## src/la_branch_pkg.sv

```systemverilog
package la_branch_pkg;

    // 2RI16 major opcodes, instr[31:26]
    typedef enum logic [5:0] {
        OPC_JIRL = 6'h13,
        OPC_BEQ  = 6'h16,
        OPC_BNE  = 6'h17,
        OPC_BLT  = 6'h18,
        OPC_BGE  = 6'h19,
        OPC_BLTU = 6'h1a,
        OPC_BGEU = 6'h1b
    } opcode_e;

    // branch operation handed from decoder to branch unit
    typedef enum logic [7:0] {
        OP_NONE = 8'h00,
        OP_JIRL = 8'h01,
        OP_BEQ  = 8'h02,
        OP_BNE  = 8'h03,
        OP_BLT  = 8'h04,
        OP_BGE  = 8'h05,
        OP_BLTU = 8'h06,
        OP_BGEU = 8'h07
    } alu_op_e;

    // result select
    typedef enum logic [2:0] {
        RES_NOP  = 3'b000,
        RES_JUMP = 3'b001
    } alu_sel_e;

    // sequencer states, the status bits are derived from this encoding
    typedef enum logic [2:0] {
        S_IDLE  = 3'd0,
        S_FETCH = 3'd1,
        S_EXEC  = 3'd2,
        S_WB    = 3'd3,
        S_DONE  = 3'd4,
        S_FAULT = 3'd5
    } exec_state_e;

    // APB register map
    localparam logic [11:0] ADDR_CTRL      = 12'h000;
    localparam logic [11:0] ADDR_STATUS    = 12'h004;
    localparam logic [11:0] ADDR_PC        = 12'h008;
    localparam logic [11:0] ADDR_RETIRED   = 12'h00C;
    localparam logic [11:0] ADDR_GPR_BASE  = 12'h100;
    localparam logic [11:0] ADDR_IMEM_BASE = 12'h200;

endpackage

```

## src/apb_csr.sv

```systemverilog
`timescale 1ns/10ps

module apb_csr #(
    parameter int IMEM_DEPTH = 16
) (
    input  logic                       psel_i,
    input  logic                       penable_i,
    input  logic                       pwrite_i,
    input  logic [11:0]                paddr_i,
    input  logic [31:0]                pwdata_i,
    output logic [31:0]                prdata_o,
    output logic                       pready_o,
    output logic                       pslverr_o,
    input  la_branch_pkg::exec_state_e state_i,
    input  logic [31:0]                pc_i,
    input  logic [7:0]                 retired_i,
    input  logic [31:0]                gpr_rdata_i,
    output logic [4:0]                 gpr_raddr_o,
    output logic                       host_gpr_we_o,
    output logic                       host_imem_we_o,
    output logic [7:0]                 host_addr_o,
    output logic [31:0]                host_wdata_o,
    output logic                       pc_wr_o,
    output logic                       start_o,
    output logic [7:0]                 step_count_o
);
    import la_branch_pkg::*;

    localparam logic [11:0] GPR_SPAN  = 12'h080;
    localparam logic [11:0] IMEM_SPAN = 12'(IMEM_DEPTH * 4);

    logic access;
    logic busy;
    logic hit_ctrl;
    logic hit_status;
    logic hit_pc;
    logic hit_retired;
    logic hit_gpr;
    logic hit_imem;
    logic mapped;
    logic wr_ok;

    assign access = psel_i && penable_i;
    assign busy   = (state_i == S_FETCH) || (state_i == S_EXEC) || (state_i == S_WB);

    assign hit_ctrl    = (paddr_i == ADDR_CTRL);
    assign hit_status  = (paddr_i == ADDR_STATUS);
    assign hit_pc      = (paddr_i == ADDR_PC);
    assign hit_retired = (paddr_i == ADDR_RETIRED);
    assign hit_gpr     = (paddr_i >= ADDR_GPR_BASE) && (paddr_i < ADDR_GPR_BASE + GPR_SPAN);
    assign hit_imem    = (paddr_i >= ADDR_IMEM_BASE) && (paddr_i < ADDR_IMEM_BASE + IMEM_SPAN);
    assign mapped      = hit_ctrl || hit_status || hit_pc || hit_retired || hit_gpr || hit_imem;

    // no wait states
    assign pready_o = 1'b1;

    // refused: unmapped, read-only target, or anything that alters the run while busy
    assign pslverr_o = access && (!mapped ||
                       (pwrite_i && (hit_status || hit_retired ||
                       (busy && (hit_ctrl || hit_pc || hit_gpr || hit_imem)))));

    assign wr_ok = access && pwrite_i && !pslverr_o;

    assign host_gpr_we_o  = wr_ok && hit_gpr;
    assign host_imem_we_o = wr_ok && hit_imem;
    assign pc_wr_o        = wr_ok && hit_pc;
    assign start_o        = wr_ok && hit_ctrl;

    // word index inside the selected window
    assign host_addr_o  = paddr_i[9:2];
    assign host_wdata_o = pwdata_i;
    assign gpr_raddr_o  = paddr_i[6:2];
    assign step_count_o = pwdata_i[7:0];

    always_comb begin
        prdata_o = 32'd0;
        if (access && !pwrite_i) begin
            if (hit_status) begin
                prdata_o = {29'd0, state_i == S_FAULT, state_i == S_DONE, busy};
            end else if (hit_pc) begin
                prdata_o = pc_i;
            end else if (hit_retired) begin
                prdata_o = {24'd0, retired_i};
            end else if (hit_gpr) begin
                prdata_o = gpr_rdata_i;
            end
            // imem and ctrl read back as zero
        end
    end

endmodule

```

## src/branch_core_top.sv

```systemverilog
`timescale 1ns/10ps

module branch_core_top #(
    parameter int IMEM_DEPTH = 16
) (
    input  logic        clk_i,
    input  logic        reset_i,
    input  logic        psel_i,
    input  logic        penable_i,
    input  logic        pwrite_i,
    input  logic [11:0] paddr_i,
    input  logic [31:0] pwdata_i,
    output logic [31:0] prdata_o,
    output logic        pready_o,
    output logic        pslverr_o
);
    import la_branch_pkg::*;

    localparam int IAW = $clog2(IMEM_DEPTH);

    exec_state_e state;
    alu_op_e     aluop;
    logic        busy;
    logic [31:0] instr;
    logic [31:0] pc;
    logic        fetch_en;
    logic        dec_valid;
    logic [9:0]  dec_raddr;
    logic [31:0] imm;
    logic        dec_we;
    logic [4:0]  dec_waddr;
    logic [31:0] rj_data;
    logic [31:0] rd_data;
    logic [31:0] next_pc;
    logic [31:0] link;
    logic        fsm_gpr_we;
    logic [4:0]  fsm_gpr_waddr;
    logic [31:0] fsm_gpr_wdata;
    logic        retire;
    logic        steps_zero;
    logic [7:0]  retired;
    logic [4:0]  csr_gpr_raddr;
    logic        host_gpr_we;
    logic        host_imem_we;
    logic [7:0]  host_addr;
    logic [31:0] host_wdata;
    logic        pc_wr;
    logic        start;
    logic [7:0]  step_count;
    logic [4:0]  gpr_raddr_a;
    logic        gpr_we;
    logic [4:0]  gpr_waddr;
    logic [31:0] gpr_wdata;

    assign busy = (state == S_FETCH) || (state == S_EXEC) || (state == S_WB);

    // sequencer owns the register file during a run
    assign gpr_raddr_a = busy ? dec_raddr[4:0] : csr_gpr_raddr;
    assign gpr_we      = busy ? fsm_gpr_we : host_gpr_we;
    assign gpr_waddr   = busy ? fsm_gpr_waddr : host_addr[4:0];
    assign gpr_wdata   = busy ? fsm_gpr_wdata : host_wdata;

    apb_csr #(
        .IMEM_DEPTH(IMEM_DEPTH)
    ) u_csr (
        .psel_i(psel_i), .penable_i(penable_i), .pwrite_i(pwrite_i),
        .paddr_i(paddr_i), .pwdata_i(pwdata_i), .prdata_o(prdata_o),
        .pready_o(pready_o), .pslverr_o(pslverr_o), .state_i(state),
        .pc_i(pc), .retired_i(retired), .gpr_rdata_i(rj_data),
        .gpr_raddr_o(csr_gpr_raddr), .host_gpr_we_o(host_gpr_we),
        .host_imem_we_o(host_imem_we), .host_addr_o(host_addr),
        .host_wdata_o(host_wdata), .pc_wr_o(pc_wr), .start_o(start),
        .step_count_o(step_count)
    );

    inst_mem #(
        .IMEM_DEPTH(IMEM_DEPTH)
    ) u_imem (
        .clk_i(clk_i), .host_we_i(host_imem_we), .host_addr_i(host_addr[IAW-1:0]),
        .host_wdata_i(host_wdata), .fetch_en_i(fetch_en),
        .fetch_addr_i(pc[IAW+1:2]), .instr_o(instr)
    );

    decoder_2ri16 u_dec (
        .instr_i(instr), .decode_result_valid_o(dec_valid), .reg_read_valid_o(),
        .reg_read_addr_o(dec_raddr), .use_imm_o(), .imm_o(imm),
        .reg_write_valid_o(dec_we), .reg_write_addr_o(dec_waddr),
        .aluop_o(aluop), .alusel_o()
    );

    gpr_file u_gpr (
        .clk_i(clk_i), .reset_i(reset_i), .raddr_a_i(gpr_raddr_a),
        .raddr_b_i(dec_raddr[9:5]), .we_i(gpr_we), .waddr_i(gpr_waddr),
        .wdata_i(gpr_wdata), .rdata_a_o(rj_data), .rdata_b_o(rd_data)
    );

    branch_unit u_bru (
        .aluop_i(aluop), .pc_i(pc), .rj_data_i(rj_data), .rd_data_i(rd_data),
        .imm_i(imm), .next_pc_o(next_pc), .link_o(link)
    );

    step_counter u_steps (
        .clk_i(clk_i), .reset_i(reset_i), .load_i(start), .count_i(step_count),
        .retire_i(retire), .steps_zero_o(steps_zero), .retired_o(retired)
    );

    exec_fsm u_fsm (
        .clk_i(clk_i), .reset_i(reset_i), .start_i(start), .pc_wr_i(pc_wr),
        .pc_wdata_i(host_wdata), .steps_zero_i(steps_zero),
        .decode_valid_i(dec_valid), .reg_write_valid_i(dec_we),
        .reg_write_addr_i(dec_waddr), .next_pc_i(next_pc), .link_i(link),
        .fetch_en_o(fetch_en), .pc_o(pc), .gpr_we_o(fsm_gpr_we),
        .gpr_waddr_o(fsm_gpr_waddr), .gpr_wdata_o(fsm_gpr_wdata),
        .retire_o(retire), .state_o(state)
    );

endmodule

```

## src/branch_unit.sv

```systemverilog
`timescale 1ns/10ps

module branch_unit (
    input  la_branch_pkg::alu_op_e aluop_i,
    input  logic [31:0]            pc_i,
    input  logic [31:0]            rj_data_i,
    input  logic [31:0]            rd_data_i,
    input  logic [31:0]            imm_i,
    output logic [31:0]            next_pc_o,
    output logic [31:0]            link_o
);
    import la_branch_pkg::*;

    logic        equal;
    logic        less_s;
    logic        less_u;
    logic        taken;
    logic [31:0] pc_plus4;

    assign equal    = (rj_data_i == rd_data_i);
    assign less_s   = ($signed(rj_data_i) < $signed(rd_data_i));
    assign less_u   = (rj_data_i < rd_data_i);
    assign pc_plus4 = pc_i + 32'd4;

    always_comb begin
        case (aluop_i)
            OP_BEQ:  taken = equal;
            OP_BNE:  taken = !equal;
            OP_BLT:  taken = less_s;
            OP_BGE:  taken = !less_s;
            OP_BLTU: taken = less_u;
            OP_BGEU: taken = !less_u;
            default: taken = 1'b0;
        endcase
    end

    // jirl is register relative, the rest pc relative
    always_comb begin
        if (aluop_i == OP_JIRL) begin
            next_pc_o = rj_data_i + imm_i;
        end else if (taken) begin
            next_pc_o = pc_i + imm_i;
        end else begin
            next_pc_o = pc_plus4;
        end
    end

    assign link_o = pc_plus4;

endmodule

```

## src/decoder_2ri16.sv

```systemverilog
`timescale 1ns/10ps

// 2RI16 format {opcode[6], imm16[16], rj[5], rd[5]}, branch opcodes only
module decoder_2ri16 (
    input  logic [31:0]            instr_i,

    // high when the opcode is one of the seven branches
    output logic                   decode_result_valid_o,

    // bit 0 is rj, bit 1 is rd; address packed as {rd, rj}
    output logic [1:0]             reg_read_valid_o,
    output logic [9:0]             reg_read_addr_o,

    output logic                   use_imm_o,
    output logic [31:0]            imm_o,

    output logic                   reg_write_valid_o,
    output logic [4:0]             reg_write_addr_o,

    output la_branch_pkg::alu_op_e  aluop_o,
    output la_branch_pkg::alu_sel_e alusel_o
);
    import la_branch_pkg::*;

    logic [4:0]  rd;
    logic [4:0]  rj;
    logic [15:0] imm16;

    assign rd    = instr_i[4:0];
    assign rj    = instr_i[9:5];
    assign imm16 = instr_i[25:10];

    always_comb begin
        // conditional branch defaults
        decode_result_valid_o = 1'b1;
        reg_read_valid_o      = 2'b11;
        reg_read_addr_o       = {rd, rj};
        use_imm_o             = 1'b1;
        imm_o                 = {{14{imm16[15]}}, imm16, 2'b00};
        reg_write_valid_o     = 1'b0;
        reg_write_addr_o      = 5'd0;
        aluop_o               = OP_NONE;
        alusel_o              = RES_JUMP;
        case (instr_i[31:26])
            OPC_JIRL: begin
                // reads rj only, link goes to rd
                aluop_o           = OP_JIRL;
                reg_read_valid_o  = 2'b01;
                reg_read_addr_o   = {5'd0, rj};
                reg_write_valid_o = 1'b1;
                reg_write_addr_o  = rd;
            end
            OPC_BEQ:  aluop_o = OP_BEQ;
            OPC_BNE:  aluop_o = OP_BNE;
            OPC_BLT:  aluop_o = OP_BLT;
            OPC_BGE:  aluop_o = OP_BGE;
            OPC_BLTU: aluop_o = OP_BLTU;
            OPC_BGEU: aluop_o = OP_BGEU;
            default: begin
                decode_result_valid_o = 1'b0;
                reg_read_valid_o      = 2'b00;
                reg_read_addr_o       = 10'd0;
                use_imm_o             = 1'b0;
                imm_o                 = 32'd0;
                alusel_o              = RES_NOP;
            end
        endcase
    end

endmodule

```

## src/exec_fsm.sv

```systemverilog
`timescale 1ns/10ps

module exec_fsm (
    input  logic                       clk_i,
    input  logic                       reset_i,
    input  logic                       start_i,
    input  logic                       pc_wr_i,
    input  logic [31:0]                pc_wdata_i,
    input  logic                       steps_zero_i,
    input  logic                       decode_valid_i,
    input  logic                       reg_write_valid_i,
    input  logic [4:0]                 reg_write_addr_i,
    input  logic [31:0]                next_pc_i,
    input  logic [31:0]                link_i,
    output logic                       fetch_en_o,
    output logic [31:0]                pc_o,
    output logic                       gpr_we_o,
    output logic [4:0]                 gpr_waddr_o,
    output logic [31:0]                gpr_wdata_o,
    output logic                       retire_o,
    output la_branch_pkg::exec_state_e state_o
);
    import la_branch_pkg::*;

    exec_state_e state_q;
    exec_state_e state_d;
    logic [31:0] next_pc_q;
    logic        wb_we_q;
    logic        stopped;

    assign stopped = (state_q == S_IDLE) || (state_q == S_DONE) || (state_q == S_FAULT);

    always_comb begin
        state_d = state_q;
        case (state_q)
            S_IDLE, S_DONE, S_FAULT: begin
                if (start_i) begin
                    state_d = S_FETCH;
                end
            end
            // step count is checked before every fetch
            S_FETCH: state_d = steps_zero_i ? S_DONE : S_EXEC;
            S_EXEC:  state_d = decode_valid_i ? S_WB : S_FAULT;
            S_WB:    state_d = S_FETCH;
            default: state_d = S_IDLE;
        endcase
    end

    always_ff @(posedge clk_i) begin
        if (reset_i) begin
            state_q <= S_IDLE;
            pc_o    <= 32'd0;
        end else begin
            state_q <= state_d;
            if (state_q == S_WB) begin
                pc_o <= next_pc_q;
            end else if (pc_wr_i && stopped) begin
                pc_o <= pc_wdata_i;
            end
        end
    end

    // writeback payload captured in exec
    always_ff @(posedge clk_i) begin
        if (state_q == S_EXEC) begin
            next_pc_q   <= next_pc_i;
            wb_we_q     <= reg_write_valid_i;
            gpr_waddr_o <= reg_write_addr_i;
            gpr_wdata_o <= link_i;
        end
    end

    assign fetch_en_o = (state_q == S_FETCH) && !steps_zero_i;
    assign gpr_we_o   = (state_q == S_WB) && wb_we_q;
    assign retire_o   = (state_q == S_WB);
    assign state_o    = state_q;

endmodule

```

## src/gpr_file.sv

```systemverilog
`timescale 1ns/10ps

module gpr_file (
    input  logic        clk_i,
    input  logic        reset_i,
    input  logic [4:0]  raddr_a_i,
    input  logic [4:0]  raddr_b_i,
    input  logic        we_i,
    input  logic [4:0]  waddr_i,
    input  logic [31:0] wdata_i,
    output logic [31:0] rdata_a_o,
    output logic [31:0] rdata_b_o
);

    logic [31:0] regs [32];

    always_ff @(posedge clk_i) begin
        if (reset_i) begin
            for (int i = 0; i < 32; i++) begin
                regs[i] <= 32'd0;
            end
        end else if (we_i && (waddr_i != 5'd0)) begin
            // r0 never takes a write
            regs[waddr_i] <= wdata_i;
        end
    end

    // asynchronous reads, r0 hardwired to zero
    assign rdata_a_o = (raddr_a_i == 5'd0) ? 32'd0 : regs[raddr_a_i];
    assign rdata_b_o = (raddr_b_i == 5'd0) ? 32'd0 : regs[raddr_b_i];

endmodule

```

## src/inst_mem.sv

```systemverilog
`timescale 1ns/10ps

module inst_mem #(
    parameter int IMEM_DEPTH = 16
) (
    input  logic                          clk_i,
    input  logic                          host_we_i,
    input  logic [$clog2(IMEM_DEPTH)-1:0] host_addr_i,
    input  logic [31:0]                   host_wdata_i,
    input  logic                          fetch_en_i,
    input  logic [$clog2(IMEM_DEPTH)-1:0] fetch_addr_i,
    output logic [31:0]                   instr_o
);

    logic [31:0] mem [IMEM_DEPTH];

    always_ff @(posedge clk_i) begin
        if (host_we_i) begin
            mem[host_addr_i] <= host_wdata_i;
        end
        // fetch word held until the next fetch
        if (fetch_en_i) begin
            instr_o <= mem[fetch_addr_i];
        end
    end

endmodule

```

## src/step_counter.sv

```systemverilog
`timescale 1ns/10ps

module step_counter (
    input  logic       clk_i,
    input  logic       reset_i,
    input  logic       load_i,
    input  logic [7:0] count_i,
    input  logic       retire_i,
    output logic       steps_zero_o,
    output logic [7:0] retired_o
);

    logic [7:0] remaining_q;

    always_ff @(posedge clk_i) begin
        if (reset_i) begin
            remaining_q <= 8'd0;
            retired_o   <= 8'd0;
        end else if (load_i) begin
            remaining_q <= count_i;
            retired_o   <= 8'd0;
        end else if (retire_i) begin
            // sequencer never retires past zero
            remaining_q <= remaining_q - 8'd1;
            retired_o   <= retired_o + 8'd1;
        end
    end

    assign steps_zero_o = (remaining_q == 8'd0);

endmodule

```

## config.mk

```make
export PLATFORM = sky130hd
export DESIGN_NAME = branch_core_top
export DESIGN_NICKNAME = d
export VERILOG_FILES = /design/src/la_branch_pkg.sv /design/src/apb_csr.sv /design/src/branch_core_top.sv /design/src/branch_unit.sv /design/src/decoder_2ri16.sv /design/src/exec_fsm.sv /design/src/gpr_file.sv /design/src/inst_mem.sv /design/src/step_counter.sv
export SDC_FILE = /design/constraint.sdc
export NUM_CORES = 2
export LEC_CHECK = 0
export ABC_AREA = 1
export BUFFER_PORTS_ARGS = -buffer_cell sky130_fd_sc_hd__buf_4
export CORE_UTILIZATION = 45
export DETAILED_ROUTE_END_ITERATION = 8
export HOLD_SLACK_MARGIN = 0.06
export PLACE_DENSITY = 0.62
export SKIP_CTS_REPAIR_TIMING = 1
export SLEW_MARGIN = 20
export SYNTH_ARGS = -nofsm -noshare
export SYNTH_HDL_FRONTEND = slang
export SYNTH_SLANG_ARGS = --single-unit
```

## constraint.sdc

```tcl
create_clock -name clk_i -period 5.3 [get_ports clk_i]
set_clock_uncertainty 0.1 [all_clocks]
set_input_delay 0.265 -clock clk_i [delete_from_list [all_inputs] [get_ports clk_i]]
set_output_delay 0.265 -clock clk_i [all_outputs]
set_load 0.02 [all_outputs]
```

==> Word level (Yosys, flattened, before mapping) <==
Memories as Yosys holds them, arrays and structs flattened. A register that Yosys moved wholly into a read port is not among the register bits.
Index checks and enable logic that the tools add are counted.
{ "op_classes": {"shifts": 0, "reduce_logical": 52, "order_cmp": 6, "bitwise": 0, "div": 0, "add_sub_neg": 5, "mux": 37, "n_eq_ne": 24, "n_mul": 0} }
{ "ops": {"columns": ["operator", "count"], "rows": [
  ["32-bit 2-to-1 mux", 14],
  ["32-bit adder", 2],
  ["32-bit less-than comparator", 2],
  ["6-bit by 5-bit == test with 1-bit output, second input constant", 7],
  ["32-bit by 3-bit adder with 32-bit output, second input constant", 1],
  ["32-bit == test", 1],
  ["32-bit OR reduction", 1],
  ["12-bit by 4-bit == test with 1-bit output, second input constant", 2],
  ["3-bit case mux with 7 select lines", 1],
  ["10-bit case mux with 2 select lines", 1],
  ["3-bit == test, second input constant", 6],
  ["1-bit logical AND", 17],
  ["8-bit 2-to-1 mux", 2],
  ["1-bit logical OR", 15],
  ["5-bit 2-to-1 mux", 3],
  ["12-bit by 3-bit == test with 1-bit output, second input constant", 1],
  ["3-bit by 2-bit == test with 1-bit output, second input constant", 4],
  ["12-bit by 10-bit >= comparator with 1-bit output, second input constant", 1],
  ["12-bit by 9-bit >= comparator with 1-bit output, second input constant", 1],
  ["12-bit zero test", 1],
  ["12-bit by 10-bit less-than comparator with 1-bit output, second input constant", 1],
  ["12-bit by 9-bit less-than comparator with 1-bit output, second input constant", 1],
  ["3-bit case mux with 4 select lines", 1],
  ["1-bit 2-to-1 mux", 11],
  ["16 further kinds", 27]
]} }
{ "word_totals": {"word_cells": 134, "romBits": 0, "input_bits": 49, "mem_bits_rw": 1536, "ff_bits": 121, "latch_bits": 0, "output_inout_bits": 34, "n_memories": 2} }
{ "mem_list": {"columns": ["name", "depth", "word_bits", "read_ports", "rd_clocked_by_memory_dff", "wr", "line_no", "text"], "rows": [
  ["u_gpr.regs", 32, 32, 2, 0, 32, "gpr_file.sv:15", "logic [31:0] regs [32];"],
  ["u_imem.mem", 16, 32, 1, 1, 1, "inst_mem.sv:15", "logic [31:0] mem [IMEM_DEPTH];"]
]} }

==> Longest topological paths before layout <==
{ "depth": {"depth_word": 19, "mapped_depth": 39, "depth_no_buf": 36} }

==> Cells and area by module <==
From an unflattened synthesis, not the netlist that was laid out.
{ "unflattened": {"cells_unflattened": 11630, "hier_area_um2": 93803.7} }
{ "modules_own_cells": {"columns": ["module", "instances", "cells_each", "area_per_inst_um2", "seq_area_each_um2"], "rows": [
  ["gpr_file", 1, 7252, 56525.5, 30749.5],
  ["inst_mem", 1, 2120, 23050.9, 16335.7],
  ["branch_unit", 1, 1195, 6412.4, 0.0],
  ["exec_fsm", 1, 420, 4217.8, 2802.7],
  ["apb_csr", 1, 253, 1398.8, 0.0],
  ["step_counter", 1, 132, 897.1, 320.3],
  ["branch_core_top", 1, 146, 681.9, 0.0],
  ["decoder_2ri16", 1, 112, 619.3, 0.0]
]} }

==> Worst setup path after synthesis <==
No wires, ideal clock.
{ "synth_timing": {"path_kind": "flip-flop to flip-flop", "startpoint": "reg u_imem.instr_o[27], read port of u_imem.mem", "endpoint": "reg u_fsm.next_pc_q[24], data pin", "t_required_ns": 4.939, "slack_ns": 0.635, "setup_time_ns": 0.261, "arrival_ns": 4.304, "synth_period_minus_slack_ns": 4.665, "path_stages_with_launch": 30, "n_path_buf": 4, "path_cell_list": "edfxtp_1 nand2_1 inv_1 nand3_1 nand3_1 buf_2 nand3_1 nand2_1 nor2_1 clkbuf_1 nand4_2 inv_1 buf_2 buf_2 nor2_1 ha_1 fa_1 nand2_1 nand3_1 o21ai_0 o21ai_0 a21oi_1 inv_1 a21oi_1 o21ai_0 nand3_1 nand2_1 xor2_1 nand2_1 o21ai_0"} }
{ "synth_via": {"elab_chain_len": 11, "word_cells_on_any_way": 36, "classes_between": "2 x add/sub; 2 x order compare; 15 x eq/ne; 9 x mux; 7 x reduce/logical; 1 x memory"} }
{ "synth_lines": {"columns": ["item", "line_no", "text"], "rows": [
  ["start: declaration", "inst_mem.sv:12", "output logic [31:0] instr_o"],
  ["6-bit by 5-bit == test with 1-bit output (on tied branches)", null, null],
  ["6-bit OR reduction (no line)", null, null],
  ["10-bit case mux with 2 select lines", "decoder_2ri16.sv:44", "case (instr_i[31:26])"],
  ["5-bit 2-to-1 mux", "branch_core_top.sv:58", "assign gpr_raddr_a = busy ? dec_raddr[4:0] : csr_gpr_raddr;"],
  ["memory read 32 x 32 bit / 5-bit zero test (equally long branches)", null, null],
  ["32-bit 2-to-1 mux", "gpr_file.sv:29", "assign rdata_a_o = (raddr_a_i == 5'd0) ? 32'd0 : regs[raddr_a_i];"],
  ["32-bit less-than comparator (tied with other cells)", "branch_unit.sv:22", "assign less_u = (rj_data_i < rd_data_i);"],
  ["1-bit zero test (on tied branches)", "branch_unit.sv:32, branch_unit.sv:28, branch_unit.sv:30", null],
  ["1-bit case mux with 6 select lines", "branch_unit.sv:26", "case (aluop_i)"],
  ["32-bit 2-to-1 mux", "branch_unit.sv:41", "end else if (taken) begin"],
  ["32-bit 2-to-1 mux (*)", "branch_unit.sv:39", "if (aluop_i == OP_JIRL) begin"],
  ["named net next_pc[24]", "branch_core_top.sv:34", "logic [31:0] next_pc;"],
  ["end signal: assignment", "exec_fsm.sv:66", "next_pc_q <= next_pc_i;"],
  ["end: declaration", "exec_fsm.sv:27", "logic [31:0] next_pc_q;"]
]} }
Mark *: on every way through the listed nets, which the timed path passes. The rest lies on a longest branch.
A chain may end at the register's enable or synchronous reset.

==> Final worst setup path <==
{ "layout_timing": {"startpoint": "reg u_imem.instr_o[31], read port of u_imem.mem", "endpoint": "reg u_fsm.next_pc_q[5], data pin"} }
Same word-level chain as after synthesis.

==> impl_metrics.tcl <==
set metrics [dict create \
    avgSynthCellArea_um2 9.141 \
    grt_pass1_wl_mm 500.1 \
    crit_path_max_fanout 15 \
    synth_edf_count 1638 \
    drc 3 \
    vias 79120 \
    clk_latency_ns 0.89 \
    die_h_um 440.8 \
    synth_area_leader_cell "edfxtp_1" \
    drive_gt1_frac 0.1469 \
    n_fill_cell 16650 \
    irDropWorstVdd_mv 0.2998 \
    cts.sinks 1689 \
    clock-root-buffer "clkbuf_16" \
    status "finished, violations left" \
    antenna_found_initial 11 \
    pre_cts_ws_ns -0.6878 \
    dp.final_hpwl_mm 229.3 \
    routed_wl_mm 359.9 \
    final_common_cell "nand2_1" \
    endpoint_kind "flop" \
    yosys_warnings 0 \
    p_leak_nw 40.57 \
    holdCritPathClass "input port to flop" \
    cts_htree_levels 4 \
    critPathLaunchType "flop" \
    cap_violations 0 \
    dieArea_mm2 0.1943 \
    seqCellArea_mm2 0.05022 \
    max_freq_mhz 185.8 \
    grtUsageTotal 0.3549 \
    design_area_mm2 0.1041 \
    crit_required_ns 5.81 \
    grt_pass1_vias 72970 \
    finalHoldViolCount 0 \
    worst-setup-path-type "flop to flop" \
    synth-seq-cells 1689 \
    power_density_mw_per_mm2 295.3 \
    place_area_mm2 0.09585 \
    start_util 0.4541 \
    drv_slew 0 \
    syn_to_final_growth_pct 20.20 \
    fin_setup_tns_ns -0.6587 \
    numCtsBuffers 183 \
    first_pass_iters 9 \
    grt_overflow_total 0 \
    setup_ws_ns -0.08153 \
    die_x_um 440.8 \
    max_slew_margin 0.2822 \
    fin_crit_ns 5.382 \
    ant_nets 0 \
    fin_crit_sh 1.015 \
    fp-row-count 160 \
    syn-instance-count 9479 \
    path_clk_slew_ns 0.06 \
    coreArea_mm2 0.1908 \
    yosysTopAreaCellShare 0.5677 \
    fin_util 0.5459 \
    via_per_inst 6.290 \
    place.gp.congestion 0.9757 \
    finalSetupViolations 22 \
    synthArstFlopShare 0 \
    ys_seq_area_frac 0.5795 \
    clockBufferDepth 3 \
    synth_area_leaders "edfxtp_1 (57%), nand2_1 (9.9%), nor2_1 (6.8%), nand3_1 (4.0%), o21ai_0 (2.9%)" \
    wl_per_cell_um 28.61 \
    synth_cell_types 54 \
    mostFrequentLayoutCells "nand2_1 (2225), edfxtp_1 (1638), nor2_1 (1546)" \
    grt_max_degree 130 \
    arrival_ns 5.89 \
    violations "DRC, setup timing" \
    final_nets 10050 \
    multiInputGateArea_mm2 0.03366 \
    ys.flop_type "edfxtp_1" \
    io_buffer_count 81 \
    drt_first_iter_violations 12840 \
    netlist_area_mm2 0.08664 \
    cts_tree "built" \
    ios 83 \
    rsz0062_at_grt "yes" \
    worst_slew_pin_slew_ns 1.074 \
]
[power by group]
group	switching [mW]	internal, mW
clock network	5.73	7.17
logic	1.87	0.915
registers	0.167	14.9
[metal layers]
layer | vias up | GRT usage | wire length (um)
met5 | - | 0 | 44
met4 | 8 | 0.1800 | 21050
met3 | 1157 | 0.1019 | 50030
met2 | 5971 | 0.5372 | 157500
met1 | 37960 | 0.4639 | 131200
li1 | 34030 | - | -
[logic make-up (layout without fill, tap and decap cells)]
group | after synthesis | in the layout | share of synthesized area
muxes | 33 | 33 | 0.003812
buffers and inverters | 1106 | 1658 | 0.04985
xor gates and xnor gates | 75 | 75 | 0.007581
adders and majority gates | 96 | 96 | 0.01404
DFF | 1689 | 1689 | 0.5795
other | 2 | 39 | 0.00008668
and+or+nand+nor | 4780 | 4781 | 0.2230
AOI/OAI and AO/OA | 1698 | 1698 | 0.1222
[critical path, stage by stage (launching register included)]
cell,delay [ns]
edfxtp_1,0.42
nor2_4,0.11
buf_4,0.14
nand2_2,0.08
nand2_2,0.14
buf_6,0.17
nand2_8,0.16
clkinv_2,0.12
buf_12,0.19
buf_6,0.24
buf_4,0.23
nor3_1,0.07
nor4_1,0.40
buf_4,0.21
o22a_1,0.26
ha_1,0.17
nand2_1,0.06
nor3_2,0.13
inv_2,0.10
nor4_4,0.38
nand3_2,0.17
mux2i_4,0.27
nand2_4,0.14
nand2_8,0.14
buf_6,0.21
nand2_1,0.08
nand2_1,0.05
o21ai_0,0.09
[synthesized netlist by cell type, drive strengths merged, types with 4 or more instances]
cell type,count
nand2,2290
edfxtp,1638
nor2,1586
nand3,686
clkbuf,613
o21ai,513
a21oi,435
inv,318
buf,172
o22ai,153
o211ai,128
a211oi,97
ha,94
nor3,77
nor4,73
a32o,67
a221oi,64
o311ai,62
a32oi,61
dfxtp,51
nand4,48
xor2,48
a31oi,40
mux2i,33
o22a,30
xnor2,27
a22oi,14
a21o,8
nand3b,8
o21a,8
nor3b,5
o21bai,5
or2,5
a21boi,4
[stage by stage]
| step | power, mW | cells | hold slack [ns] |
|---|---|---|---|
| finish | 30.75 | 12580 | 0.01786 |
| global route | 31.40 | 12580 | 0.06558 |
| CTS | 30.52 | 12470 | -0.3832 |
| detailed placement | 17.86 | 12130 | 0.3517 |
| global placement | 17.83 | 12130 | 0.3464 |
| floorplan | 16.48 | 9510 | 0.2639 |
[sequential cells by signal, indices dropped and copies added, names as in the netlist]
register             cells
u_fsm.next_pc_q         32
u_fsm.gpr_wdata_o       32
u_fsm.state_o            3
u_imem.mem             512
u_steps.remaining_q      8
u_gpr.regs            1024
u_fsm.gpr_waddr_o        5
u_fsm.pc_o              32
u_steps.retired_o        8
u_imem.instr_o          32
u_fsm.wb_we_q            1
[path summary, 6_finish.rpt]
kind | to | start | slack [ns] | cells past startpoint
setup / recovery | u_fsm.next_pc_q[5] | u_imem.instr_o[31] | -0.08 | 27
hold / removal | u_steps.remaining_q[5] | paddr_i[2] | 0.02 | 4
setup reg to reg | u_fsm.next_pc_q[5] | u_imem.instr_o[31] | -0.08 | 27
hold reg to reg | u_fsm.gpr_wdata_o[1] | u_fsm.pc_o[1] | 0.38 | 0
[final cells by class]
class / count / area share
multi-input cells: 6716 / 0.3232
well taps: 2511 / 0.03017
inverters: 321 / 0.01221
clock inverters: 118 / 0.01173
repair inverters: 1 / 0.0001081
clock buffers: 222 / 0.04558
diodes: 6 / 0.0001442
flip-flops and latches: 1689 / 0.4822
repair buffers: 996 / 0.09468
(Power assumes the default switching activity.)
